File: src/verilog/cache_defs.svh
`ifndef CACHE_DEFS_SVH
`define CACHE_DEFS_SVH

// cache geometry
`define CACHE_WAYS 4
`define CACHE_SETS 16

// address split: tag | set | byte offset
`define SET_BITS 4
`define OFFSET_BITS 5
`define TAG_BITS 23

// one line is 8 words
`define LINE_BITS 256

`endif

File: src/verilog/cache_pkg.sv
`default_nettype none

package cache_pkg;

`include "cache_defs.svh"

    typedef logic [31:0] addr_t;
    typedef logic [31:0] word_t;
    typedef logic [3:0] mask_t;
    typedef logic [`LINE_BITS-1:0] line_t;
    typedef logic [`TAG_BITS-1:0] tag_t;
    typedef logic [`SET_BITS-1:0] set_t;
    typedef logic [$clog2(`CACHE_WAYS)-1:0] way_t;
    typedef logic [`CACHE_WAYS-2:0] plru_t;

    // core side request, masks held nonzero until resp
    typedef struct packed {
        addr_t addr;
        mask_t rmask;
        mask_t wmask;
        word_t wdata;
    } ufp_req_t;

    // memory side request, read and write are levels
    typedef struct packed {
        addr_t addr;
        logic read;
        logic write;
        line_t wdata;
    } dfp_req_t;

    typedef enum logic [2:0] {
        idle,
        compare,
        writeback,
        allocate,
        fill,
        respond
    } cache_state_t;

endpackage

`default_nettype wire

File: src/verilog/mem_arbiter.sv
`timescale 1ns/1ps
`default_nettype none

module mem_arbiter (
    input logic clk,
    input logic rst,
    input cache_pkg::dfp_req_t i_req,
    input cache_pkg::dfp_req_t d_req,
    input logic mem_resp,
    output logic i_resp,
    output logic d_resp,
    output cache_pkg::dfp_req_t mem_req
);

    logic busy;
    // 0 selects the instruction side, 1 the data side
    logic owner;
    logic prio;
    logic sel;
    logic active;
    logic i_strobe;
    logic d_strobe;

    assign i_strobe = i_req.read | i_req.write;
    assign d_strobe = d_req.read | d_req.write;
    assign active = busy | i_strobe | d_strobe;

    always_comb begin
        if (busy) begin
            sel = owner;
        end else if (i_strobe && d_strobe) begin
            sel = prio;
        end else begin
            sel = d_strobe;
        end
    end

    // granted request goes straight through, no added cycle
    assign mem_req = sel ? d_req : i_req;
    assign i_resp = mem_resp & active & ~sel;
    assign d_resp = mem_resp & active & sel;

    always_ff @(posedge clk) begin
        if (rst) begin
            busy <= 1'b0;
            owner <= 1'b0;
            prio <= 1'b0;
        end else if (mem_resp && active) begin
            busy <= 1'b0;
            // side just served drops to low priority
            prio <= ~sel;
        end else if (!busy && active) begin
            busy <= 1'b1;
            owner <= sel;
        end
    end

endmodule

`default_nettype wire
File: config.mk
export PLATFORM = sky130hd
export DESIGN_NAME = mem_arbiter
export DESIGN_NICKNAME = d
export VERILOG_FILES = /design/src/verilog/cache_pkg.sv /design/src/verilog/mem_arbiter.sv
export VERILOG_INCLUDE_DIRS = /design/src /design/src/verilog
export SDC_FILE = /design/constraint.sdc
export NUM_CORES = 1
export LEC_CHECK = 0
export BUFFER_PORTS_ARGS = -buffer_cell sky130_fd_sc_hd__buf_4
export CAP_MARGIN = 10
export CORE_AREA = 2 2 338 340
export CTS_BUF_LIST = sky130_fd_sc_hd__clkbuf_16
export DETAILED_ROUTE_END_ITERATION = 10
export DIE_AREA = 0 0 340 342
export SETUP_SLACK_MARGIN = 0.2
export SKIP_CTS_REPAIR_TIMING = 1
export SYNTH_ARGS = -nofsm -noshare
export SYNTH_HDL_FRONTEND = slang
export SYNTH_SLANG_ARGS = --single-unit
export TNS_END_PERCENT = 1
File: constraint.sdc
create_clock -name clk -period 1.4 [get_ports clk]
set_input_delay 0.07 -clock clk [delete_from_list [all_inputs] [get_ports clk]]
set_output_delay 0.07 -clock clk [all_outputs]
set_load 0.05 [all_outputs]
==> summary.md <==
| Metric | Value |
|---|---|
| Total congestion overflow | 0 |
| Crit-path max cell delay | 0.39 ns |
| Clk Latency, worst-skew pair | 0.22 ns |
| Sink Count | 3 |
| Final Max Tran Viols | 0 |
| RSZ-0062 raised after global routing | yes |
| Slew Limit Headroom | 0.8175 |
| NetSw | 6.100 mW |
| First-pass DRT Iterations | 4 |
| Dominant cells by area after synthesis | mux2_2, buf_6, buf_4 |
| Detail Placement HPWL | 84.53 mm |
| Chip height | 342 um |
| Synth cell types | 19 |
| Final setup margin | -0.8372 ns |
| Total CTS buffers | 3 |
| Sequential share of the synthesized area | 0.01598 |
| GR Util All Layers | 0.1438 |
| Initial antenna violation count | 87 |
| Worst-path clk slew | 0.03 ns |
| Detailed-route via count | 7,154 |
| Root Driver | clkbuf_16 |
| VDD IR max | 0.3325 mV |
| Initial core utilization | 0.03322 |
| Largest delay share family, worst path | buffers and inverters |
| Fin area | 0.01372 sq mm |
| Pwr per Cell Area | 771.1 mW/mm^2 |
| Layout cells sized above 1 | 0.9887 |
| HP Start | rst |
| Clk_skew | 0.001328 ns |
| WHS | 0.03465 ns |
| Leakage power figure | 6.127 nW |
| Comb pwr share | 0.949 |
| Largest net degree at the start of global routing | 36 |
| Cell Chain, Critical Path | o21bai_4, o21ai_4, buf_4, clkbuf_16, buf_16, mux2_2, buf_6 |
| Crit path buffers/inverters | 4 |
| Critical path capture point type | primary output |
| Crit. Startpoint | busy |
| Vias in the first global route | 6,799 |
| Int Pwr | 4.480 mW |
| Mapped Cells | 343 |
| Shortest period the worst path allows | 2.237 ns |
| Worst reg2reg startpoint | prio |
| Status | finished, violations left |
| Syn. warnings | 0 |
| Yosys top cell by area | mux2_2 |
| Global-route wire length before repair | 101.3 mm |
| Post-Route WL | 90.57 mm |
| Fmax | 447.0 MHz |
| Port Buf Inserts | 874 |
| Top Layer Used | met5 |
| Die W | 340 um |
| Reg2reg setup slack | 0.34 ns |
| Max Cap Viol | 0 |
| Drt via density | 2.579 |
| Sw Share | 0.5766 |
| Area post-placement | 0.01224 sq mm |
| Mapped Area | 0.003757 sq mm |
| Worst slew pin tran | 0.2745 ns |
| Most frequent cells in the layout | buf_4, mux2_2, buf_6, mux2_4 |
| End of the critical path | mem_req[123] |
| WL/cell | 32.65 um |
| Placement Setup Slack | -0.6840 ns |
| DRT antenna net count | 0 |
| CP Launch Type | register |
| I/O pins | 875 |
| Power, Total | 10.58 mW |
| Final Wtd Congestion | 0.9551 |
| Nets | 1,823 |
| Power share of the sequential group | 0.009 |
| Wl on met1 | 33.89 mm |
| Area grow syn2layout | 265.2% |
| Cell at the slowest stage of the critical path | mux2_2 |
| R2r worst-path depth | 3 |
| Clock network power share | 0.042 |
| Synth top area share | 0.8691 |
| CTS tree | built |
| Mapped Nets | 926 |
| Met3 WL | 14.25 mm |
| Drc violations | 0 |
| Kind of critical path | register to primary output |
| Endpoints failing hold | 0 |
| Hold Path Class | input port to register |
| Violated checks | setup timing |
| Met2 WL | 40.73 mm |
| Die area | 0.1163 sq mm |
| Setup TNS | -212.11 ns |
| Area of the core | 0.1131 sq mm |
| CP max FO | 16 |
| Syn avg cell area | 10.95 sq um |
| Tcrit/Tclk final | 1.598 |
| Final setup violation count | 292 |
| Initial DRC count | 165 |
| CP arrival | 2.17 ns |
| Crit path required time | 1.33 ns |
| CTS H-Tree Depth | 1 |
| Critical path depth | 7 |
| Std cell rows | 124 |
| Clock Path Buffers | 2 |
| FF+latch count, synth | 3 |
| Commonest non-fill, non-tap cell in the layout | buf_4 |
-- metrics by stage --
step,util,cells
finish,0.1213,2774
global route,0.1209,2753
CTS,0.1089,2732
detailed placement,0.1082,2728
global placement,0.1082,2728
floorplan,-,343
-- cell type report --
cell class	count	area, sq um
Antenna cell	23	57.56
Clock buffer	3	75.07
Clock inverter	1	3.754
Fill cell	13030	99380
Multi-Input combinational cell	308	3481
Sequential cell	3	61.31
Tap cell	1512	1892
Timing Repair Buffer	924	8152
-- metal layers --
layer,up-vias,GRT usage
li1,3142,-
met1,3230,0.1685
met2,524,0.2293
met3,152,0.09315
met4,106,0.006914
met5,-,0
-- synth_stat cells (all sizes together) --
library cell  number
mux2             290
buf               32
dfxtp              3
nor2               3
o21ai              3
a21oi              2
a21bo              1
and2b              1
mux2i              1
nand2              1
nand2b             1
nor3               1
o21ba              1
o21bai             1
or3                1
or4                1
-- logic make-up after synthesis --
group / synth area share
and+or+nand+nor: 0.01399
AOI/OAI and AO/OA: 0.01499
DFF: 0.01598
buffers and inverters: 0.08325
muxes: 0.8718
-- worst min path at each step --
stage               end  slack, ns  cells after the start
2_1_floorplan  register       0.14                      1
3_3_place_gp   register       0.26                      2
3_5_place_dp   register       0.27                      2
4_1_cts        register       0.03                      2
5_1_grt        register       0.05                      2
6_report       register       0.03                      2
-- power groups by stage --
stage / sequential [mW] / clock, mW / combinational (mW)
after floorplan: 0.0971 / 0 / 5.01
after global placement: 0.0980 / 0 / 9.18
after detailed placement: 0.0983 / 0 / 9.19
after CTS: 0.0972 / 0.453 / 9.22
after global routing: 0.0988 / 0.466 / 10.4
final: 0.0981 / 0.442 / 10.0
Power figures use the tool's default switching activity.
